<file path="config.mk">
export PLATFORM = sky130hd
export DESIGN_NAME = fir_coeff_bank
export DESIGN_NICKNAME = d
export VERILOG_FILES = /design/src/common/fir_pkg.sv /design/src/fir/fir_coeff_bank.sv
export SDC_FILE = /design/constraint.sdc
export NUM_CORES = 1
export LEC_CHECK = 0
export ABC_CLOCK_PERIOD_IN_PS = 12130
export BUFFER_PORTS_ARGS = -buffer_cell sky130_fd_sc_hd__buf_2
export CELL_PAD_IN_SITES_DETAIL_PLACEMENT = 1
export CELL_PAD_IN_SITES_GLOBAL_PLACEMENT = 1
export CORE_ASPECT_RATIO = 1.4
export CORE_MARGIN = 8
export CORE_UTILIZATION = 45
export DETAILED_ROUTE_END_ITERATION = 16
export GPL_ROUTABILITY_DRIVEN = 0
export HOLD_SLACK_MARGIN = 0.02
export PLACE_DENSITY_LB_ADDON = 0.1
export SYNTH_ARGS = -nofsm -noshare
export SYNTH_HDL_FRONTEND = slang
export SYNTH_SLANG_ARGS = --single-unit
</file>
<file path="constraint.sdc">
create_clock -name clk -period 12.13 [get_ports clk]
set_input_delay 1.8195 -clock clk [delete_from_list [all_inputs] [get_ports clk]]
set_output_delay 1.8195 -clock clk [all_outputs]
set_load 0.01 [all_outputs]
</file>
<file path="src/common/fir_pkg.sv">
// Fixed 16-tap Q1.15 FIR; taps must stay a power of two so the adder tree halves evenly
package fir_pkg;

  localparam int taps         = 16;
  localparam int sample_w     = 16;
  localparam int coeff_w      = 16;
  localparam int prod_w       = sample_w + coeff_w;
  localparam int tree_levels  = 4;
  localparam int acc_w        = prod_w + tree_levels;
  localparam int frac_bits    = 15;
  localparam int coeff_addr_w = 4;

  // One cycle for the delay line, one for the products, the tree, then the output stage
  localparam int latency      = 2 + tree_levels + 1;

  // Symmetric low-pass set, the two centre taps carry 0.5 each
  localparam logic signed [coeff_w-1:0] default_coeffs [taps] = '{
    16'sd0,
    -16'sd8,
    -16'sd16,
    16'sd0,
    16'sd48,
    16'sd128,
    16'sd256,
    16'sd16384,
    16'sd16384,
    16'sd256,
    16'sd128,
    16'sd48,
    16'sd0,
    -16'sd16,
    -16'sd8,
    16'sd0
  };

endpackage : fir_pkg

</file>
<file path="src/fir/fir_coeff_bank.sv">
// One coefficient written per strobe; a write during streaming mixes old and new taps in flight
module fir_coeff_bank (
  input  logic                                                clk,
  input  logic                                                reset,

  input  logic                                                coeff_we,
  input  logic        [fir_pkg::coeff_addr_w-1:0]             coeff_addr,
  input  logic signed [fir_pkg::coeff_w-1:0]                  coeff_wdata,

  output logic        [fir_pkg::taps-1:0][fir_pkg::coeff_w-1:0] coeffs
);

  // Reset restores the default low-pass response
  always_ff @(posedge clk or posedge reset) begin
    if (reset) begin
      for (int i = 0; i < fir_pkg::taps; i++) begin
        coeffs[i] <= fir_pkg::default_coeffs[i];
      end
    end
    else begin
      if (coeff_we) begin
        coeffs[coeff_addr] <= coeff_wdata;
      end
    end
  end

  // An unknown write value would poison every later output through the tree
  a_wdata_known : assert property (
    @(posedge clk) disable iff (reset)
    coeff_we |-> !$isunknown({coeff_addr, coeff_wdata})
  );

endmodule : fir_coeff_bank

</file>
== After elaboration in Yosys (flattened, before gate mapping) ==
Index checks and enable logic that the tools add are counted.

* Memories kept: 0
* Bits of input ports: 23
* Word-level logic and storage cells: 22
* Latch bits: 0
* Memory bits (writable): 0
* Bits in registers: 256
* Memory bits (read-only): 0

* Equality and inequality tests: 0
* Reductions and logical operators: 1
* Divide/modulo/power cells: 0
* Shift operators: 0
* Bitwise logic cells: 0
* Mux-type cells: 3
* Order comparisons: 2
* Multiply operators: 0
* Add/subtract/negate cells: 0

{| class="wikitable"
|+ Operators by type and width
! operator !! count
|-
| bitwise mux 256 bit || 1
|-
| demux 16 bit (select 4 bit) || 1
|-
| 2-to-1 mux 16 bit || 1
|-
| less-than comparator 4 x 5 -> 1 bit (second input constant) || 1
|-
| greater-or-equal comparator 4 x 1 -> 1 bit (second input constant) || 1
|-
| logical AND 1 bit || 1
|}

== Logic depth before layout (Yosys ltp) ==
* Depth after elaboration: 5
* Depth in mapped cells: 5

== Least setup slack after synthesis ==
No wires, ideal clock.

* Path kind: input to register
* Start point: in coeff_addr[1] (netlist name)
* End point: reg coeffs[208] (netlist name)
* Arrival: 2.972 ns
* Required time: 12.005 ns
* Path buffers: 1
* Library setup time: 0.125 ns
* Path slack: 9.033 ns
* Stages on the path: 4
* Cell sequence: nand2b_1 > nor2_1 > buf_2 > mux2_2

* Longest elaborated chain between the ends: 5
* Elaborated cells on any way between the ends: 6

{| class="wikitable"
|+ RTL lines
! element !! line !! source
|-
| start: declaration || fir_coeff_bank.sv:7 || <nowiki>input logic [fir_pkg::coeff_addr_w-1:0] coeff_addr,</nowiki>
|-
| less-than comparator 4 x 5 -> 1 bit (implied by the code) / greater-or-equal comparator 4 x 1 -> 1 bit (equally long branches) || fir_coeff_bank.sv:22 || <nowiki>coeffs[coeff_addr] <= coeff_wdata;</nowiki>
|-
| logical AND 1 bit (implied by the code) || fir_coeff_bank.sv:22 ||
|-
| 2-to-1 mux 16 bit (implied by the code) || fir_coeff_bank.sv:22 ||
|-
| demux 16 bit (select 4 bit) (*) || fir_coeff_bank.sv:22 ||
|-
| bitwise mux 256 bit (*) || fir_coeff_bank.sv:22 ||
|-
| end signal: indexed assignment || fir_coeff_bank.sv:17 || <nowiki>coeffs[i] <= fir_pkg::default_coeffs[i];</nowiki>
|-
| end signal: indexed assignment || fir_coeff_bank.sv:22 ||
|-
| end: declaration || fir_coeff_bank.sv:10 || <nowiki>output logic [fir_pkg::taps-1:0][fir_pkg::coeff_w-1:0] coeffs</nowiki>
|}

Every way passes the cells marked *; elsewhere a longest branch is shown, timed or not.
A chain may end at the register's enable or synchronous reset.

== Final worst setup path ==
* Start point: in coeff_addr[0] (netlist name)
* End point: reg coeffs[226] (netlist name)

Same word-level chain as after synthesis.

==> qor.yml <==
grt_pass1_vias: 6756
p_seq_share_pct: 45.8
slew_headroom_pct: 20.6
yosys_warnings: 0
critPathLaunchType: "input port"
p_int_mw: 1.87
largest_register_ffs: 256
core_area_mm2: 0.0212
dp_hpwl_um: 19600
drtAntennaViolNets: 0
reg2regPathDepth: 1
rsz0062_at_grt: "no"
vdd_drop_max_mv: 0.119
worstPathRequired_ns: 12.52
die_w_um: 140
fin_area_mm2: 0.0122
root_buffer: "clkbuf_16"
synth_cell_type_count: 18
diodes: 0
hold_buffers: 0
status: "completed"
min_from: "coeffs[196]"
p_clk_share_pct: 31.7
cts_resized: 0
power_switching_mw: 0.737
endpoint_kind: "flop"
final_util_pct: 57.5
p_leak_nw: 5.86
clkTransAtPathRegs_ns: 0.07
regMostFlops: "coeffs"
reg.largest.list: "coeffs x256"
ys_ff_latch: 256
rows: 63
p_sw_share_pct: 28.2
tightest_slew_ns: 1.19
hp-class: "flop to flop"
power_mw: 2.61
post_drt_wl_per_cell_um: 24.5
hold_depth: 1
numPortBuffers: 278
cts_buffers: 24
regArea_mm2: 0.00648
nFillCells: 2069
vias_per_cell: 5.23
clk_path_buf_depth: 3
worst_clock_skew_ns: 0
overflow: 0
grt_first_pass_wirelength_um: 42600
vias: 5858
yosysTopAreaCellShare_pct: 50.4
fin_crit_sh_pct: 26.0
drive_gt1_share_pct: 73.9
drv_slew: 0
crit_fanout: 16
min_to: "coeffs[196]"
critical_path.startpoint: "coeff_addr[0]"
timing.rr.end: "coeffs[198]"
netlist_area_mm2: 0.00972
die_h_um: 190
drtIter0Drc: 215
wl_um: 27400
final_common_cell: "buf_2"
cts_sinks: 256
first_pass_iters: 4
cts_tree: "built"
multi_input_area_mm2: 0.00307
finalSetupTns_ns: 0
most-common-layout-cells: "buf_2, mux2_2, dfrtp_1, dfstp_2, clkbuf_16"
rrSetupSlack_ns: 11.27
final_cells: 1121
worstSkewPairLatency_ns: 0.50
grt_antenna_before_repair: 0
setup_viol: 0
track_usage_pct: 20.6
critPathKind: "input port to flop"
drc: 0
grt_max_degree: 112
max_cap_viol_count: 0
placed_area_mm2: 0.0113
min_period_ns: 3.16
io_pins: 279
htreeDepth: 1
cts_setup_buffers: 0
synth_cells: 575
hold_viol_final: 0
initial_core_util_pct: 45.9
area_growth_pct: 25.3
dp.cells: 1077
nets: 866
r2r-start: "coeffs[198]"
power.density_mw_per_mm2: 214
postSynthAreaPerCell_um2: 16.9
p_comb_share_pct: 22.4
cp.arrival_ns: 3.55
die_area_mm2: 0.0266
syn_nets: 598
ys_seq_area_share_pct: 66.6
yosysTopAreaCell: "dfrtp_1"
synth_area_leaders: "dfrtp_1, mux2_2, dfstp_2"
timing.fmax_ghz: 0.317
[cell type report]
class	count	share of cell area [%]
sequential	256	53.2
clock inverter	12	1.37
inverter	1	0.0924
timing repair buffer	280	11.5
multi-input combinational	280	25.2
clock buffer	32	5.92
tap	260	2.67
[metrics by stage]
stage	hold WS, ns	setup slack (ns)
detailed placement	0.480	8.43
finish	0.491	8.97
floorplan	0.534	3.37
global route	0.505	8.83
CTS	0.494	8.97
global placement	0.468	8.50
[power groups by stage]
stage / clock network, mW / registers, mW / logic, mW
after floorplan: 0 / 1.29 / 0.202
after global placement: 0 / 1.20 / 0.583
after detailed placement: 0 / 1.21 / 0.600
after CTS: 0.845 / 1.20 / 0.603
after global routing: 0.875 / 1.23 / 0.632
final: 0.828 / 1.20 / 0.586
[how the worst max path moves through the flow]
stage	end	slack (ns)	depth (start not counted)
6_report	coeffs[226]	8.97	4
3_3_place_gp	coeffs[225]	8.50	4
4_1_cts	coeffs[226]	8.97	4
3_5_place_dp	coeffs[226]	8.43	4
5_1_grt	coeffs[184]	8.83	3
2_1_floorplan	coeffs[0]	3.37	1
[per-layer routing]
| layer | global-route usage (%) | share of wire (%) | wire (um) |
|---|---|---|---|
| met1 | 23.9 | 38 | 10500 |
| met2 | 37.3 | 53 | 14600 |
| met3 | 5.99 | 7.4 | 2040 |
| met4 | 4.06 | 1.3 | 355 |
| met5 | 0 | 0 | 0 |
[logic make-up (layout without fill, tap and decap cells)]
| kind of cell | count (synthesis) | after routing | synth area share (%) |
|---|---|---|---|
| multiplexers | 256 | 256 | 30.0 |
| flip-flops | 256 | 256 | 66.6 |
| buffers and inverters | 39 | 325 | 1.85 |
| AND/OR/NAND/NOR | 24 | 24 | 1.47 |
[Yosys cell counts]
| master | instances |
|---|---|
| or3_1 | 2 |
| buf_2 | 21 |
| nand2_1 | 2 |
| dfrtp_1 | 196 |
| buf_6 | 1 |
| nor2b_1 | 1 |
| nand2b_1 | 5 |
| inv_1 | 1 |
| clkbuf_1 | 16 |
| mux2_4 | 10 |
| mux2_2 | 230 |
| nor3b_2 | 1 |
| dfstp_2 | 60 |
| nor2_1 | 4 |
| mux2_1 | 16 |
| nor2_2 | 6 |
| nand3b_1 | 2 |
| nand3_1 | 1 |
[worst max-delay path: stages]
cell and delay (ns):
buf_2 0.13, nand2b_1 0.22, nor2_2 0.94, mux2_2 0.43
Note: power is estimated with default switching activity, not from simulation.
