===== config.mk =====
export PLATFORM = sky130hd
export DESIGN_NAME = fir_adder_tree
export DESIGN_NICKNAME = d
export VERILOG_FILES = /design/src/common/fir_pkg.sv /design/src/fir/fir_adder_tree.sv
export SDC_FILE = /design/constraint.sdc
export NUM_CORES = 2
export LEC_CHECK = 0
export BUFFER_PORTS_ARGS = -buffer_cell sky130_fd_sc_hd__buf_4
export CAP_MARGIN = 20
export CORE_UTILIZATION = 60
export DETAILED_ROUTE_END_ITERATION = 12
export HOLD_SLACK_MARGIN = 0.1
export MAX_ROUTING_LAYER = met4
export PLACE_DENSITY = 0.83
export SETUP_SLACK_MARGIN = 0.3
export SLEW_MARGIN = 20
export SYNTH_ARGS = -nofsm -noshare
export SYNTH_HDL_FRONTEND = slang
export SYNTH_SLANG_ARGS = --single-unit

===== constraint.sdc =====
create_clock -name clk -period 37.3 [get_ports clk]
set_input_delay 7.46 -clock clk [delete_from_list [all_inputs] [get_ports clk]]
set_output_delay 7.46 -clock clk [all_outputs]
set_load 0.02 [all_outputs]

===== src/common/fir_pkg.sv =====
// Fixed 16-tap Q1.15 FIR; taps must stay a power of two so the adder tree halves evenly
package fir_pkg;

  localparam int taps         = 16;
  localparam int sample_w     = 16;
  localparam int coeff_w      = 16;
  localparam int prod_w       = sample_w + coeff_w;
  localparam int tree_levels  = 4;
  localparam int acc_w        = prod_w + tree_levels;
  localparam int frac_bits    = 15;
  localparam int coeff_addr_w = 4;

  // One cycle for the delay line, one for the products, the tree, then the output stage
  localparam int latency      = 2 + tree_levels + 1;

  // Symmetric low-pass set, the two centre taps carry 0.5 each
  localparam logic signed [coeff_w-1:0] default_coeffs [taps] = '{
    16'sd0,
    -16'sd8,
    -16'sd16,
    16'sd0,
    16'sd48,
    16'sd128,
    16'sd256,
    16'sd16384,
    16'sd16384,
    16'sd256,
    16'sd128,
    16'sd48,
    16'sd0,
    -16'sd16,
    -16'sd8,
    16'sd0
  };

endpackage : fir_pkg


===== src/fir/fir_adder_tree.sv =====
// Four registered pairwise levels; each level widens by one bit so no sum can wrap
module fir_adder_tree (
  input  logic                                                clk,
  input  logic                                                reset,

  input  logic signed [fir_pkg::taps-1:0][fir_pkg::prod_w-1:0] products,
  input  logic                                                prod_valid,

  output logic signed [fir_pkg::acc_w-1:0]                    sum,
  output logic                                                sum_valid
);

  logic [fir_pkg::tree_levels-1:0] valid_sr;

  for (genvar l = 0; l < fir_pkg::tree_levels; l++) begin : level
    logic signed [fir_pkg::prod_w+l:0] node [fir_pkg::taps >> (l + 1)];

    if (l == 0) begin : g_leaf
      // Packed element selects are unsigned, so the products are cast back before extension
      always_ff @(posedge clk or posedge reset) begin
        if (reset) begin
          for (int i = 0; i < (fir_pkg::taps >> 1); i++) begin
            node[i] <= '0;
          end
        end
        else begin
          for (int i = 0; i < (fir_pkg::taps >> 1); i++) begin
            node[i] <= $signed(products[2*i]) + $signed(products[2*i+1]);
          end
        end
      end
    end
    else begin : g_inner
      always_ff @(posedge clk or posedge reset) begin
        if (reset) begin
          for (int i = 0; i < (fir_pkg::taps >> (l + 1)); i++) begin
            node[i] <= '0;
          end
        end
        else begin
          for (int i = 0; i < (fir_pkg::taps >> (l + 1)); i++) begin
            node[i] <= level[l-1].node[2*i] + level[l-1].node[2*i+1];
          end
        end
      end
    end
  end

  // Valid travels one level per edge alongside the data
  always_ff @(posedge clk or posedge reset) begin
    if (reset) begin
      valid_sr <= '0;
    end
    else begin
      valid_sr <= {valid_sr[fir_pkg::tree_levels-2:0], prod_valid};
    end
  end

  assign sum       = level[fir_pkg::tree_levels-1].node[0];
  assign sum_valid = valid_sr[fir_pkg::tree_levels-1];

endmodule : fir_adder_tree


## Word-level counts from Yosys, hierarchy flattened

Cells that the tools add are included.

| word-level totals | value |
|---|---|
| bits in registers | 510 |
| bits of input ports | 515 |

| operators by class | value |
|---|---|
| add/subtract/negate cells | 15 |

Operator list:

| operator | number |
|---|---|
| $add A32 B32 Y33 | 8 |
| $add A33 B33 Y34 | 4 |
| $add A34 B34 Y35 | 2 |
| $add A35 B35 Y36 | 1 |

## Depth between registers and ports, before layout

| depth | value |
|---|---|
| word-level depth | 1 |
| gate-level depth with buffers | 12 |
| mapped depth without buffers | 12 |

## Worst setup path before layout

No wires, ideal clock.

| timing path | value |
|---|---|
| path kind | in2reg |
| start | input products[320] (netlist name) |
| end | register level[0].node[96] (netlist name) |
| arrival | 9.966 ns |
| required time | 37.220 ns |
| path slack | 27.254 ns |
| cell stages on the path | 11 |
| cell sequence | ha_1 > fa_1 > a21oi_1 > o21ai_0 > o22a_2 > a311o_2 > a31o_2 > a32o_2 > a41o_4 > a21boi_2 > xnor2_1 |

| between the ends | value |
|---|---|
| word-level cells in the longest chain between the ends | 1 |

RTL lines:

| what | line | text |
|---|---|---|
| from (decl) | fir_adder_tree.sv:6 | `input logic signed [fir_pkg::taps-1:0][fir_pkg::prod_w-1:0] products,` |
| $add A32 B32 Y33 | fir_adder_tree.sv:28 | `node[i] <= $signed(products[2*i]) + $signed(products[2*i+1]);` |
| to (signal, indexed assignment) | fir_adder_tree.sv:28 |  |
| to (decl) | fir_adder_tree.sv:16 | `logic signed [fir_pkg::prod_w+l:0] node [fir_pkg::taps >> (l + 1)];` |

No other way between the ends.

## Final worst setup path

| timing path | value |
|---|---|
| start | input products[256] (netlist name) |
| end | register level[0].node[129] (netlist name) |

The elaborated chain is that of the path after synthesis.

==> impl_metrics.tcl <==
set metrics [dict create \
    drv_slew 0 \
    cp_max_fo 4 \
    syn2layout_area_growth_pct 18.5 \
    initial_core_util_pct 60.9 \
    htree_levels 2 \
    antenna_found_initial 3 \
    ys_warn_count 0 \
    avgSynthCellArea_um2 9.52 \
    cp_cell_sequence "buf_4 -> ha_1 -> fa_1 -> a21o_1 -> a21oi_1 -> o21ai_0 -> a31oi_1 -> o41ai_2 -> a41oi_1 -> o21ai_1 -> o311ai_0" \
    required_ps 37780 \
    synth_area_um2 36800 \
    critPathKind "in -> reg" \
    die_x_um 250 \
    cts.sinks 510 \
    io_buffers 551 \
    max_slew_margin_pct 34.5 \
    diodes 0 \
    p_leak_nw 21.4 \
    ant_nets 0 \
    fin_total_pwr_mw 3.31 \
    grt_pass1_wl_um 153000 \
    cap_viol_max_count 0 \
    pin_count 552 \
    peakVddDrop_mv 0.0429 \
    wl_um 95800 \
    hp-class "reg -> reg" \
    dp_hpwl_um 77900 \
    ys_types 87 \
    numCtsBuffers 53 \
    cts_setup_buffers 0 \
    finClkSkew_ps 24.2 \
    max_freq_mhz 98.6 \
    ys_seq_area_share_pct 34.7 \
    slowest_delay_ps 430 \
    synth_nets 4888 \
    crit_family "compound AO/OA/AOI/OAI gates" \
    ys_seq_elements 510 \
    drt_iter0_drc 2165 \
    fin_cells 5239 \
    wl_per_cell_um 18.3 \
    critPathArrivalTime_ps 10620 \
    clkSlewWorstSetupHoldPaths_ps 60 \
    n_fill_cell 4596 \
    insertion_delay_ps 610 \
    viasPerCell 5.97 \
    postCtsResizedCells 0 \
    period_share_pct 27.2 \
    die_y_um 250 \
    async_reset_ff_share_pct 100 \
    row_count 90 \
    status "finished, final reports clean" \
    dieArea_um2 62300 \
    hold_viol 0 \
    start_kind "input pin" \
    place_area_um2 41700 \
    dp_cells 5140 \
    p_per_area_nw_per_um2 75.8 \
    place_congestion 0.986 \
    period_minus_slack_ps 10140 \
    grt_max_degree 177 \
    via_count 31300 \
    synthFlopType "dfrtp_1" \
    final_layout_size_suffix_gt1_share_pct 16.1 \
    setup_viol 0 \
    ctsRootBufferMaster "clkbuf_16" \
    nets 5434 \
    fin_tns_setup_ps 0 \
    whs_ps 355 \
    grt_use_total_pct 31.2 \
    grt_overflow 0 \
    cts_tree "done" \
    clock_path_buffers 3 \
    cts_hold_buf 0 \
    end_kind "flip-flop" \
    rsz0062_at_grt "false" \
    cp_num_buf_inv 1 \
    cpMaxStageDelayCell "fa_1" \
    synth_edf_count 0 \
    tightest_slew_ps 983 \
    drc 0 \
    first_pass_iters 5 \
    syn_inst 3867 \
    grt_pass1_vias 30200 \
    design_area_um2 43600 \
    core_region_area_um2 60500 \
]
[metrics by stage]
| stage | utilization [%] | setup slack, ps |
|---|---|---|
| after floorplan | - | 15600 |
| after global placement | 69.0 | 26500 |
| after detailed placement | 69.0 | 26400 |
| after CTS | 72.1 | 27030 |
| after global routing | 72.1 | 26570 |
| final | 72.1 | 27160 |
[worst paths after layout]
path                                    startpoint                 end  slack [ps]  cells after the start
min in group asynchronous                    reset  level[0].node[137]        7040                      2
worst max-delay path                 products[256]  level[0].node[129]       27160                     11
worst min register to register         valid_sr[0]         valid_sr[1]         350                      0
worst max register to register  level[0].node[138]   level[1].node[99]       33590                      9
worst min-delay path                   valid_sr[0]         valid_sr[1]         350                      0
max in group asynchronous                    reset   level[0].node[33]       27190                      5
[worst register-to-register path, cell delays in order, from the launching register on]
cell and delay, ps:
dfrtp_1 380, ha_1 390, a211o_1 340, a211oi_1 330, a211oi_1 120, o21ai_0 340
a21oi_1 180, o221ai_1 380, o21ai_0 280, o311ai_0 760
[Yosys cell counts, types with 7 or more instances]
| master | count | share of area, % |
|---|---|---|
| dfrtp_1 | 510 | 35 |
| ha_1 | 491 | 17 |
| a21oi_1 | 409 | 5.6 |
| a21o_1 | 291 | 5.9 |
| xnor2_1 | 271 | 6.4 |
| nand2_1 | 227 | 2.3 |
| o21ai_0 | 210 | 2.9 |
| nor2_1 | 208 | 2.1 |
| xor2_1 | 157 | 3.7 |
| inv_1 | 142 | 1.4 |
| nand3_1 | 76 | 1.0 |
| nor3_1 | 67 | 0.91 |
| o21bai_1 | 61 | 1.2 |
| clkbuf_1 | 60 | 0.61 |
| a31oi_1 | 57 | 0.97 |
| nor2b_1 | 56 | 0.95 |
| o21a_1 | 55 | 1.1 |
| nand4_1 | 51 | 0.87 |
| a211oi_1 | 48 | 0.98 |
| and3_1 | 44 | 0.75 |
| nand2b_1 | 38 | 0.65 |
| and2_1 | 23 | 0.39 |
| or3_1 | 21 | 0.36 |
| o211ai_1 | 20 | 0.41 |
| o31ai_1 | 19 | 0.39 |
| a31o_2 | 15 | 0.36 |
| fa_1 | 15 | 0.82 |
| or2_2 | 14 | 0.24 |
| a2111oi_0 | 12 | 0.29 |
| o2111ai_1 | 11 | 0.26 |
| a221oi_1 | 10 | 0.24 |
| a41oi_1 | 10 | 0.24 |
| o21ai_1 | 9 | 0.12 |
| a211o_1 | 8 | 0.19 |
| a21boi_0 | 7 | 0.14 |
| o221ai_1 | 7 | 0.17 |
| o311ai_0 | 7 | 0.17 |
| o31a_1 | 7 | 0.17 |
[placed cells by master (no fill, tap or decap), types with 141 or more instances in the layout]
cell and n:
a21o_1 291, a21oi_1 409, buf_4 554, dfrtp_1 510
ha_1 491, inv_1 141, nand2_1 227, nor2_1 208
o21ai_0 210, xnor2_1 271, xor2_1 157
[registers in the layout (all words and copies together), names as in the netlist]
name        cells
level.node    470
sum            36
valid_sr        4
[logic make-up (layout without fill, tap and decap cells)]
family	Yosys count	count (layout)	synth area share, %
muxes	4	4	0.109
buffers and inverters	206	796	2.14
AOI/OAI and AO/OA	1353	1353	24.0
DFF	510	510	34.7
and+or+nand+nor	860	860	11.3
xor gates and xnor gates	428	428	10.2
adders and majority gates	506	506	17.5
[report_power, final]
group          leakage (nW)  switching [mW]  internal, mW
Combinational          14.6            1.06         0.799
Sequential             5.95           0.108         0.773
Clock                 0.932           0.226         0.342
[cell type report]
class	count	area [µm²]	share of cell area, %
multi-input cells	3151	23200	53.3
flip-flops and latches	510	12800	29.3
repair buffers	555	4180	9.58
clock buffers	66	1500	3.43
well taps	782	978	2.24
inverters	142	541	1.24
clock inverters	33	413	0.947
[layer usage]
metal | up-vias | share of wire (%) | global-route usage (%)
met3 | 140 | 4.9 | 3.10
met5 | - | 0 | -
met1 | 14900 | 45 | 41.7
li1 | 15300 | - | -
met4 | 0 | 1.9 | 6.91
met2 | 900 | 48 | 51.2
Note: power is estimated with default switching activity, not from simulation.
