<file path="src/common/fir_pkg.sv">
// Fixed 16-tap Q1.15 FIR; taps must stay a power of two so the adder tree halves evenly
package fir_pkg;

  localparam int taps         = 16;
  localparam int sample_w     = 16;
  localparam int coeff_w      = 16;
  localparam int prod_w       = sample_w + coeff_w;
  localparam int tree_levels  = 4;
  localparam int acc_w        = prod_w + tree_levels;
  localparam int frac_bits    = 15;
  localparam int coeff_addr_w = 4;

  // One cycle for the delay line, one for the products, the tree, then the output stage
  localparam int latency      = 2 + tree_levels + 1;

  // Symmetric low-pass set, the two centre taps carry 0.5 each
  localparam logic signed [coeff_w-1:0] default_coeffs [taps] = '{
    16'sd0,
    -16'sd8,
    -16'sd16,
    16'sd0,
    16'sd48,
    16'sd128,
    16'sd256,
    16'sd16384,
    16'sd16384,
    16'sd256,
    16'sd128,
    16'sd48,
    16'sd0,
    -16'sd16,
    -16'sd8,
    16'sd0
  };

endpackage : fir_pkg

</file>
<file path="src/fir/fir_output_round.sv">
// Round half up then clip to 16 bits; the overflow flag is sticky and only reset clears it
module fir_output_round (
  input  logic                               clk,
  input  logic                               reset,

  input  logic signed [fir_pkg::acc_w-1:0]   sum,
  input  logic                               sum_valid,

  output logic signed [fir_pkg::sample_w-1:0] data_out,
  output logic                               valid_out,
  output logic                               overflow
);

  logic signed [fir_pkg::acc_w-1:0]               rounded;
  logic signed [fir_pkg::acc_w-fir_pkg::frac_bits-1:0] shifted;
  logic        [fir_pkg::acc_w-fir_pkg::frac_bits-1:fir_pkg::sample_w-1] top_bits;
  logic                                           clip;
  logic signed [fir_pkg::sample_w-1:0]            clipped;

  assign rounded = sum + (fir_pkg::acc_w)'(1 << (fir_pkg::frac_bits - 1));
  assign shifted = rounded[fir_pkg::acc_w-1:fir_pkg::frac_bits];

  // The result fits only if every bit above the 16-bit sign matches that sign
  assign top_bits = shifted[fir_pkg::acc_w-fir_pkg::frac_bits-1:fir_pkg::sample_w-1];
  assign clip     = !((&top_bits) || !(|top_bits));

  always_comb begin
    if (!clip) begin
      clipped = shifted[fir_pkg::sample_w-1:0];
    end
    else if (shifted[fir_pkg::acc_w-fir_pkg::frac_bits-1]) begin
      clipped = {1'b1, {(fir_pkg::sample_w-1){1'b0}}};
    end
    else begin
      clipped = {1'b0, {(fir_pkg::sample_w-1){1'b1}}};
    end
  end

  always_ff @(posedge clk or posedge reset) begin
    if (reset) begin
      data_out  <= '0;
      valid_out <= 1'b0;
      overflow  <= 1'b0;
    end
    else begin
      data_out  <= clipped;
      valid_out <= sum_valid;
      if (sum_valid && clip) begin
        overflow <= 1'b1;
      end
    end
  end

  // An unknown sum would leave both the clip decision and the overflow flag undefined
  a_sum_known : assert property (
    @(posedge clk) disable iff (reset)
    sum_valid |-> !$isunknown(sum)
  );

endmodule : fir_output_round

</file>
<file path="config.mk">
export PLATFORM = sky130hd
export DESIGN_NAME = fir_output_round
export DESIGN_NICKNAME = d
export VERILOG_FILES = /design/src/common/fir_pkg.sv /design/src/fir/fir_output_round.sv
export SDC_FILE = /design/constraint.sdc
export NUM_CORES = 1
export LEC_CHECK = 0
export BUFFER_PORTS_ARGS = -buffer_cell sky130_fd_sc_hd__clkbuf_2
export CAP_MARGIN = 20
export CORE_ASPECT_RATIO = 1.4
export CORE_MARGIN = 5
export CORE_UTILIZATION = 45
export DETAILED_ROUTE_END_ITERATION = 10
export PLACE_DENSITY = 0.79
export SETUP_SLACK_MARGIN = 0.5
export SYNTH_ARGS = -nofsm -noshare
export SYNTH_HDL_FRONTEND = slang
export SYNTH_SLANG_ARGS = --single-unit
</file>
<file path="constraint.sdc">
create_clock -name clk -period 0.8 [get_ports clk]
set_input_delay 0.12 -clock clk [delete_from_list [all_inputs] [get_ports clk]]
set_output_delay 0.12 -clock clk [all_outputs]
set_load 0.05 [all_outputs]
</file>
# ---- After elaboration in Yosys (flattened, before gate mapping)
# Index checks and enable logic that the tools add are counted.
dict set report word_totals {
  reg_bits 18
  inputBits 39
  output_inout_bits 18
  wordCells 12
}
dict set report op_classes {
  add_sub_neg 1
  muxes 2
  reduce_logical 6
}
# op count
set op_table {}
lappend op_table {{36-bit by 16-bit adder with 36-bit output (second input constant)} 1}
lappend op_table {{16-bit 2-to-1 mux} 2}
lappend op_table {{6-bit AND reduction} 1}
lappend op_table {{6-bit OR reduction} 1}
lappend op_table {{1-bit logical NOT} 2}
lappend op_table {{1-bit logical AND} 1}
lappend op_table {{1-bit logical OR} 1}

# ---- Longest topological paths before layout
# Gate-level depths: netlist of the first run.
dict set report logic_depth {
  depth_word 6
  depth_mapped 8
  depth_no_buf 7
}

# ---- Worst setup path before layout of the first run
# OpenSTA, ideal clock, no wires.
dict set report synth_path {
  kind {input port to flip-flop}
  from {input sum[14] (netlist name)}
  to {register data_out[10] (netlist name)}
  setup_ns 0.126
  arrival_ns 1.557
  t_required_ns 0.674
  path_slack_ns -0.883
  path_stages 8
  path_buffers 1
  cell_sequence {ha_1 nand3_2 nor4_4 or3_2 a22oi_1 a32o_2 buf_2 a21oi_1}
}
dict set report synth_between {
  elab_chain_cells 5
  word_cells_on_any_way 7
  cone_classes {add/sub: 1; mux: 2; reduce/logical: 4}
}
# item line_no
set synth_lines {}
lappend synth_lines {{start: declaration} fir_output_round.sv:6} ;# input logic signed [fir_pkg::acc_w-1:0] sum,
lappend synth_lines {{36-bit by 16-bit adder with 36-bit output *} fir_output_round.sv:20} ;# assign rounded = sum + (fir_pkg::acc_w)'(1 << (fir_pkg::frac_bits - 1));
lappend synth_lines {{6-bit OR reduction} fir_output_round.sv:25} ;# assign clip = !((&top_bits) || !(|top_bits));
lappend synth_lines {{1-bit logical NOT} fir_output_round.sv:25}
lappend synth_lines {{1-bit logical OR} fir_output_round.sv:25}
lappend synth_lines {{16-bit 2-to-1 mux *} fir_output_round.sv:28} ;# if (!clip) begin
lappend synth_lines {{via clipped (one bit)} fir_output_round.sv:18} ;# logic signed [fir_pkg::sample_w-1:0] clipped;
lappend synth_lines {{end signal: assignment} fir_output_round.sv:46} ;# data_out <= clipped;
lappend synth_lines {{end: declaration} fir_output_round.sv:9} ;# output logic signed [fir_pkg::sample_w-1:0] data_out,
# The timed path passes the listed nets; every way through them passes the cells marked *.
# A chain may end at the register's enable or synchronous reset.

# ---- Worst setup path in the final report of the first run
dict set report layout_path {
  from {input sum[24] (netlist name)}
  to {register data_out[12] (netlist name)}
}
# The elaborated chain is that of the path after synthesis.

==> results.sh, run 1 <==
export IMPL_h_tree_depth=1
export IMPL_fillers=102
export IMPL_cts_tree="built"
export IMPL_final_hold_viol_count=19
export IMPL_antenna_found_initial=0
export IMPL_synth_most_common_cell="dfrtp_1"
export IMPL_num_rows=21
export IMPL_ys_flop_type="dfrtp_1"
export IMPL_finalNetCount=237
export IMPL_grt_usage_pct=22.0
export IMPL_hold_slack_ns=-0.206
export IMPL_vdd_ir_drop_max_uv=744
export IMPL_coreArea_mm2=0.00239
export IMPL_place_congestion=0.977
export IMPL_setup_ws_ns=-0.788
export IMPL_routedWlPerCell_um=19.9
export IMPL_period_share_pct=198
export IMPL_drtAntennaViolNets=0
export IMPL_cp_data_arrival_time_ns=1.77
export IMPL_yosysSeqAreaShare_pct=40.5
export IMPL_critPathLaunchType="input port"
export IMPL_drt_first_pass_iters=4
export IMPL_critPathMaxFanout=8
export IMPL_post_drt_via_cell_ratio=5.59
export IMPL_yosys_warnings=0
export IMPL_io_pins=57
export IMPL_ys_top_cells_by_count="dfrtp_1, a21oi_1, xnor2_1, nand2_1"
export IMPL_fmax_mhz=630
export IMPL_start_util_pct=46.5
export IMPL_powerDensity_mw_per_mm2=1190
export IMPL_outcome="finished, violations left"
export IMPL_place_inst=217
export IMPL_max_stage_delay_ns=0.39
export IMPL_gr_total_overflow=0
export IMPL_avgSynthCellArea_um2=9.66
export IMPL_cts_buffers=3
export IMPL_grt_max_degree=19
export IMPL_clockBufferDepth=2
export IMPL_place_ws_ns=-1.07
export IMPL_skew_ns=0
export IMPL_cts_sinks=18
export IMPL_drtIter0Drc=41
export IMPL_cap_viol_max_count=0
export IMPL_crit_path_cell_trace="clkbuf_2 -> nand4_4 -> nor4_4 -> mux2i_2 -> buf_4 -> a32o_2 -> clkbuf_16 -> a21oi_2"
export IMPL_drive_above_1_share_pct=68.9
export IMPL_end_kind="register"
export IMPL_path_clk_slew_ns=0.11
export IMPL_dieArea_mm2=0.00358
export IMPL_synth_seq_cells=18
export IMPL_cp_slowest_cell="nor4_4"
export IMPL_die_h_um=68.8
export IMPL_grt_pass1_wl_um=5770
export IMPL_syn2layout_area_growth_pct=87.7
export IMPL_violations="hold timing, setup timing"
export IMPL_final_cells=230
export IMPL_drv_slew=0
export IMPL_rsz0062_at_grt="yes"
export IMPL_worstMarginPinSlew_ns=0.407
export IMPL_die_w_um=52.0
export IMPL_path_delay_family="simple AND/OR/NAND/NOR gates"
export IMPL_synth_area_top_cells="dfrtp_1, xnor2_1, a21oi_1"
export IMPL_placed_cell_area_mm2=0.00163
export IMPL_drc_errors=0
export IMPL_synth_top_area_share_pct=40.5
export IMPL_crit_type="input port to register"
export IMPL_n_antenna_cell=0
export IMPL_grt_pass1_vias=1245
export IMPL_syn_inst=115
export IMPL_syn_nets=155
export IMPL_post_route_min_period_ns=1.59
export IMPL_yosysUniqueCellTypes=36
export IMPL_slew_headroom_pct=72.8
export IMPL_vias=1286
export IMPL_synth_edf_count=0
export IMPL_dp_hpwl_um=2570
export IMPL_clkLatencyLatePin_ns=0.30
export IMPL_total_power_w=0.00248
export IMPL_drt_wl_total_um=4590
export IMPL_port_buffers=42
export IMPL_hp_class="input port to async pin"
export IMPL_crit_buf_inv=3
export IMPL_critPathRequiredTime_ns=0.98
export IMPL_design_area_mm2=0.00209
export IMPL_clockRootBuffer="clkbuf_4"
export IMPL_yosysTopAreaCell="dfrtp_1"
export IMPL_netlist_area_mm2=0.00111
export IMPL_cellLeakagePower_nw=0.904
export IMPL_setup_viol=35
export IMPL_postSynth_asyncResetShare_pct=100
cells by family (layout without fill, tap and decap cells):
kind of cell / after synthesis / in the layout / share of synthesized area [%]
XOR/XNOR: 18 / 18 / 14.2
flip-flops: 18 / 18 / 40.5
AO/OA/AOI/OAI: 24 / 24 / 14.8
multiplexers: 1 / 1 / 0.901
buffers and inverters: 11 / 92 / 4.50
AND/OR/NAND/NOR: 41 / 41 / 23.0
adder cells (fa/ha/maj): 2 / 2 / 2.14
worst paths after layout:
kind	start	end	slack [ns]	cells past startpoint
max in group asynchronous	reset	data_out[1]$_DFF_PP0_	0.73	2
max reg2reg	overflow$_DFFE_PP0P_	overflow$_DFFE_PP0P_	0.08	1
min	reset	data_out[13]$_DFF_PP0_	-0.21	2
min reg2reg	overflow$_DFFE_PP0P_	overflow$_DFFE_PP0P_	0.56	1
max	sum[24]	data_out[12]$_DFF_PP0_	-0.79	8
min in group clk	sum_valid	valid_out$_DFF_PP0_	-0.04	1
power by group:
part	total (W)	internal [W]	leakage [nW]	switching, W
combinational	0.000907	0.000413	0.693	0.000494
sequential	0.00101	0.000970	0.190	0.0000397
clock	0.000560	0.000277	0.0210	0.000282
through the flow:
step | util (%) | setup TNS, ns
after global placement | 68.3 | -15.77
after CTS | 81.3 | -13.59
after detailed placement | 68.3 | -17.39
final | 87.2 | -16.01
after floorplan | - | -11.96
after global routing | 87.2 | -17.49
cell type report:
class                           instances  area [µm²]  area share [%]
Clock buffer                            4        36.3            1.74
Timing Repair Buffer                   81         788            37.8
Inverter                                7        30.0            1.44
Tap cell                               34        42.5            2.04
Sequential cell                        18         472            22.6
Multi-Input combinational cell         86         717            34.4
layout by cell type (no fill, tap or decap), types with 2 or more instances in the layout:
| cell type | count |
|---|---|
| buf_4 | 36 |
| buf_8 | 20 |
| dfrtp_2 | 17 |
| clkbuf_2 | 16 |
| xnor2_1 | 10 |
| a21oi_2 | 10 |
| nand2_1 | 8 |
| xor2_1 | 7 |
| nand3_1 | 6 |
| inv_1 | 6 |
| nor2_1 | 6 |
| nand4_1 | 4 |
| buf_6 | 4 |
| or2_2 | 3 |
| nor3_1 | 3 |
| a21oi_1 | 3 |
| clkbuf_4 | 3 |
| clkbuf_8 | 3 |
| nor3_4 | 2 |
| a31o_2 | 2 |
| buf_12 | 2 |
routing by layer:
metal  share of wire [%]  up-vias  GRT usage [%]  wire, µm
met2                  55       66           45.1      2500
met5                   0        -              0         0
met1                  37      628           20.9      1690
met3                 4.5       18           1.72       206
li1                    -      574              -         -
met4                 4.2        0           11.8       192
timing repair:
item,CTS,global route
resized for setup,47,38
buffers inserted,5,3
pin swaps,5,4
gates cloned,0,1
setup endpoints to repair,35,35
hold endpoints to repair,19,19
state kept, by name (all words and copies together) (netlist names):
name	count
data_out	16
overflow	1
valid_out	1
No activity file was read; power rests on OpenSTA's default activity.
==> run 2, diff against run 1 <==
- GPL_TIMING_DRIVEN: not set -> 0
==> results.sh, run 2 (synthesis gave the netlist of run 1 again) <==
export IMPL_outcome="finished, violations left"
export IMPL_violations="hold timing, setup timing"
export IMPL_end_kind="register"
export IMPL_cts_sinks=18
export IMPL_routedWlPerCell_um=18.0
export IMPL_start_util_pct=46.5
export IMPL_syn2layout_area_growth_pct=76.0
export IMPL_rsz0062_at_grt="yes"
export IMPL_critPathMaxFanout=5
export IMPL_fmax_mhz=633
export IMPL_drv_slew=0
export IMPL_drtAntennaViolNets=0
export IMPL_drc_errors=0
export IMPL_cap_viol_max_count=0
export IMPL_cts_buffers=3
export IMPL_cts_tree="built"
export IMPL_port_buffers=41
export IMPL_drive_above_1_share_pct=66.5
export IMPL_n_antenna_cell=0
export IMPL_route_met2_wl_um=2180
export IMPL_path_clk_slew_ns=0.11
export IMPL_wl_met1_um=1230
export IMPL_top_register="data_out"
export IMPL_critPathRequiredTime_ns=1.02
export IMPL_layout_common_cells="buf_8, dfrtp_2, clkbuf_2"
export IMPL_worstMarginPinSlew_ns=0.401
export IMPL_vias=1126
export IMPL_dieArea_mm2=0.00358
export IMPL_drt_wl_total_um=3790
export IMPL_powerDensity_mw_per_mm2=1180
export IMPL_r2r_cells=1
export IMPL_cp_data_arrival_time_ns=1.80
export IMPL_hold_slack_ns=-0.217
export IMPL_coreArea_mm2=0.00239
export IMPL_grt_max_degree=19
export IMPL_finalNetCount=217
export IMPL_final_cells=210
export IMPL_gr_total_overflow=0
export IMPL_top_regs="data_out: 16 flops, overflow: 1 flops, valid_out: 1 flops"
export IMPL_crit_type="input port to register"
export IMPL_antenna_found_initial=0
export IMPL_place_inst=190
export IMPL_grt_pass1_wl_um=4970
export IMPL_num_rows=21
export IMPL_setup_ws_ns=-0.779
export IMPL_final_common_cell="buf_8"
export IMPL_fin_tns_setup_ns=-15.67
export IMPL_largest_register_ffs=16
export IMPL_final_hold_viol_count=19
export IMPL_post_drt_via_cell_ratio=5.36
export IMPL_io_pins=57
export IMPL_r2r_end="overflow$_DFFE_PP0P_"
export IMPL_post_route_min_period_ns=1.58
export IMPL_setup_viol=35
export IMPL_clockRootBuffer="clkbuf_4"
export IMPL_rrSetupSlack_ns=0.11
export IMPL_die_h_um=68.8
export IMPL_vdd_ir_drop_max_uv=611
export IMPL_die_w_um=52.0
export IMPL_clockBufferDepth=2
export IMPL_cellLeakagePower_nw=0.803
export IMPL_place_congestion=0.826
export IMPL_clkLatencyLatePin_ns=0.30
export IMPL_hp_class="input port to async pin"
export IMPL_dp_hpwl_um=2020
export IMPL_drt_first_pass_iters=5
export IMPL_r2r_start="overflow$_DFFE_PP0P_"
export IMPL_critPathLaunchType="input port"
export IMPL_period_share_pct=197
export IMPL_slew_headroom_pct=73.0
export IMPL_h_tree_depth=1
export IMPL_grt_usage_pct=18.7
export IMPL_skew_ns=0
export IMPL_wl_met3_um=221
export IMPL_drtIter0Drc=28
export IMPL_topRoutingLayerUsed="met4"
export IMPL_grt_pass1_vias=1157
run 2: cell types whose count changed in the layout (fill, tap and decap cells not counted), moves of 2 or more:
cell      previous run  this run
buf_6                4         8
clkbuf_1             0         2
buf_12               2         0
a21oi_1              3         1
buf_4               36        11
a21oi_2             10        12
run 2: power by group:
part	total, W	switching [W]	internal (W)
combinational	0.000827	0.000465	0.000363
clock	0.000472	0.000278	0.000194
sequential	0.00101	0.0000386	0.000970
run 2: metrics by stage:
step	instance area [µm²]	setup slack [ns]	utilization, %	power, W
after floorplan	1170	-0.774	-	0.00137
after global placement	1420	-1.05	59.4	0.00155
after detailed placement	1420	-1.09	59.4	0.00156
after CTS	1830	-0.732	76.6	0.00216
after global routing	1960	-0.872	81.8	0.00238
final	1960	-0.779	81.8	0.00231
run 2: cell type report:
class,count,area (µm²)
clock buffer,4,26.3
sequential,18,472
multi-input combinational,86,747
buffer,4,31.3
fill,116,435
inverter,7,30.0
tap,34,42.5
timing repair buffer,57,607
run 2: per-layer routing:
| metal | track usage, % | vias up |
|---|---|---|
| met2 | 36.5 | 53 |
| met5 | 0 | - |
| met3 | 2.58 | 14 |
| met4 | 12.5 | 0 |
| li1 | - | 527 |
| met1 | 17.6 | 532 |
run 2: critical path, cell delays in order:
cell	delay [ns]
buf_8	0.08
nand4_1	0.13
buf_4	0.17
nor4_4	0.36
buf_4	0.17
or3_4	0.10
a22oi_2	0.06
a32o_2	0.29
buf_6	0.16
a21oi_2	0.15
run 2: worst max-delay path by stage:
stage,endpoint,start,cells past startpoint
after global placement,data_out[9]$_DFF_PP0_,sum[25],8
after global routing,data_out[14]$_DFF_PP0_,sum[18],8
after CTS,data_out[10]$_DFF_PP0_,sum[15],9
after floorplan,data_out[14]$_DFF_PP0_,sum[26],7
final,data_out[12]$_DFF_PP0_,sum[26],10
after detailed placement,data_out[14]$_DFF_PP0_,sum[25],8
run 2: repair_timing:
action                     CTS  global route
hold endpoints to repair    19            19
cloned                       2             0
buffers inserted            10             4
pin swaps                   14             6
setup endpoints to repair   35            35
gates resized for setup     64            43
==> run 3, diff against run 2 <==
- RECOVER_POWER: not set -> 25
==> results.sh, run 3 (synthesis gave the netlist of run 1 again) <==
export IMPL_die_h_um=68.8
export IMPL_violations="hold timing, setup timing"
export IMPL_critPathLaunchType="input port"
export IMPL_vdd_ir_drop_max_uv=608
export IMPL_combPwrFrac_pct=35.8
export IMPL_top_register="data_out"
export IMPL_max_stage_delay_ns=0.36
export IMPL_layout_common_cells="buf_8, dfrtp_2, clkbuf_2"
export IMPL_crit_path_cell_trace="buf_8 -> nand4_1 -> buf_4 -> nor4_4 -> buf_4 -> or3_4 -> a22oi_2 -> a32o_2 -> buf_6 -> a21oi_2"
export IMPL_drt_wl_total_um=3790
export IMPL_critPathMaxFanout=5
export IMPL_fmax_mhz=633
export IMPL_slew_headroom_pct=48.4
export IMPL_cts_sinks=18
export IMPL_gr_total_overflow=0
export IMPL_num_rows=21
export IMPL_final_cells=210
export IMPL_power_switching_w=0.000780
export IMPL_grt_pass1_vias=1157
export IMPL_final_common_cell="buf_8"
export IMPL_pwr_share_clk_pct=20.5
export IMPL_final_hold_viol_count=19
export IMPL_syn2layout_area_growth_pct=75.6
export IMPL_hp_class="input port to async pin"
export IMPL_drv_slew=0
export IMPL_critPathRequiredTime_ns=1.02
export IMPL_cpMostUsedCell="buf_4"
export IMPL_start_util_pct=46.5
export IMPL_internal_power_w=0.00152
export IMPL_top_regs="data_out: 16 flops, overflow: 1 flops, valid_out: 1 flops"
export IMPL_cts_tree="built"
export IMPL_grt_max_degree=19
export IMPL_post_route_min_period_ns=1.58
export IMPL_cap_viol_max_count=0
export IMPL_place_inst=190
export IMPL_finalNetCount=217
export IMPL_cellLeakagePower_nw=0.797
export IMPL_port_buffers=41
export IMPL_coreArea_mm2=0.00239
export IMPL_worstMarginPinSlew_ns=0.770
export IMPL_setup_ws_ns=-0.779
export IMPL_skew_ns=0
export IMPL_p_sw_share_pct=33.9
export IMPL_cts_buffers=3
export IMPL_cp_slowest_cell="nor4_4"
export IMPL_period_share_pct=197
export IMPL_post_drt_via_cell_ratio=5.36
export IMPL_io_pins=57
export IMPL_outcome="finished, violations left"
export IMPL_hold_slack_ns=-0.116
export IMPL_die_w_um=52.0
export IMPL_seq_power_share_pct=43.8
export IMPL_end_kind="register"
export IMPL_clockRootBuffer="clkbuf_4"
export IMPL_largest_register_ffs=16
export IMPL_dp_hpwl_um=2020
export IMPL_grt_usage_pct=18.7
export IMPL_place_ws_ns=-1.09
export IMPL_grt_pass1_wl_um=4970
export IMPL_drtIter0Drc=28
export IMPL_drtAntennaViolNets=0
export IMPL_vias=1126
export IMPL_drc_errors=0
export IMPL_clockBufferDepth=2
export IMPL_crit_type="input port to register"
export IMPL_cp_data_arrival_time_ns=1.80
export IMPL_path_clk_slew_ns=0.11
export IMPL_startpoint="sum[26]"
export IMPL_dieArea_mm2=0.00358
export IMPL_n_antenna_cell=0
export IMPL_h_tree_depth=1
export IMPL_drive_above_1_share_pct=65.3
export IMPL_routedWlPerCell_um=18.0
export IMPL_powerDensity_mw_per_mm2=1180
export IMPL_setup_viol=35
export IMPL_rsz0062_at_grt="yes"
export IMPL_clkLatencyLatePin_ns=0.30
export IMPL_place_congestion=0.826
export IMPL_antenna_found_initial=0
export IMPL_r2r_start="overflow$_DFFE_PP0P_"
export IMPL_drt_first_pass_iters=5
run 3: per-stage QoR:
| stage | setup TNS (ns) | utilization [%] | total power [W] | area [µm²] | hold slack (ns) |
|---|---|---|---|---|---|
| global route | -17.58 | 81.6 | 0.00238 | 1950 | -0.0526 |
| finish | -15.67 | 81.6 | 0.00230 | 1950 | -0.116 |
| global placement | -16.70 | 59.4 | 0.00155 | 1420 | 0.101 |
| floorplan | -11.96 | - | 0.00137 | 1170 | -0.0406 |
| CTS | -14.76 | 76.6 | 0.00216 | 1830 | -0.190 |
| detailed placement | -17.26 | 59.4 | 0.00156 | 1420 | 0.114 |
run 3: path summary, 6_finish.rpt:
| check | end | slack [ns] | depth (start not counted) |
|---|---|---|---|
| setup / recovery | data_out[12]$_DFF_PP0_ | -0.78 | 10 |
| hold / removal | data_out[12]$_DFF_PP0_ | -0.12 | 2 |
| setup reg to reg | overflow$_DFFE_PP0P_ | 0.11 | 1 |
| hold reg to reg | overflow$_DFFE_PP0P_ | 0.53 | 1 |
| max in group asynchronous | data_out[4]$_DFF_PP0_ | 0.48 | 2 |
| min in group clk | valid_out$_DFF_PP0_ | -0.02 | 1 |
run 3: critical path, delay by kind of cell:
kind                   cells  cell delay, ns
and+or+nand+nor            3            0.59
buffers and inverters      4            0.58
AOI/OAI and AO/OA          3            0.50
run 3: layer usage:
| metal | share of wire (%) | track usage (%) |
|---|---|---|
| met3 | 5.8 | 2.58 |
| met1 | 32 | 17.6 |
| met5 | 0 | 0 |
| met2 | 58 | 36.5 |
| met4 | 4.1 | 12.5 |
run 3: power by group through the flow:
stage               logic, W  clock network, W  registers (W)
floorplan           0.000177                 0        0.00119
global placement    0.000553                 0       0.000998
detailed placement  0.000565                 0       0.000999
CTS                 0.000736          0.000437       0.000989
global route        0.000862          0.000504        0.00102
finish              0.000824          0.000472        0.00101
run 3: final cells by class:
| class | count | area (µm²) |
|---|---|---|
| multi-input cells | 86 | 747 |
| repair buffers | 57 | 604 |
| flip-flops and latches | 18 | 472 |
| fillers | 117 | 440 |
| well taps | 34 | 42.5 |
| plain buffers | 4 | 31.3 |
| inverters | 7 | 27.5 |
| clock buffers | 4 | 26.3 |
run 3: repair_timing:
action                                 in CTS  in global routing
endpoints found under the hold margin      19                 19
buffers inserted                           10                  4
gates cloned                                2                  0
pin swaps                                  14                  6
setup endpoints to repair                  35                 35
resized for setup                          64                 43
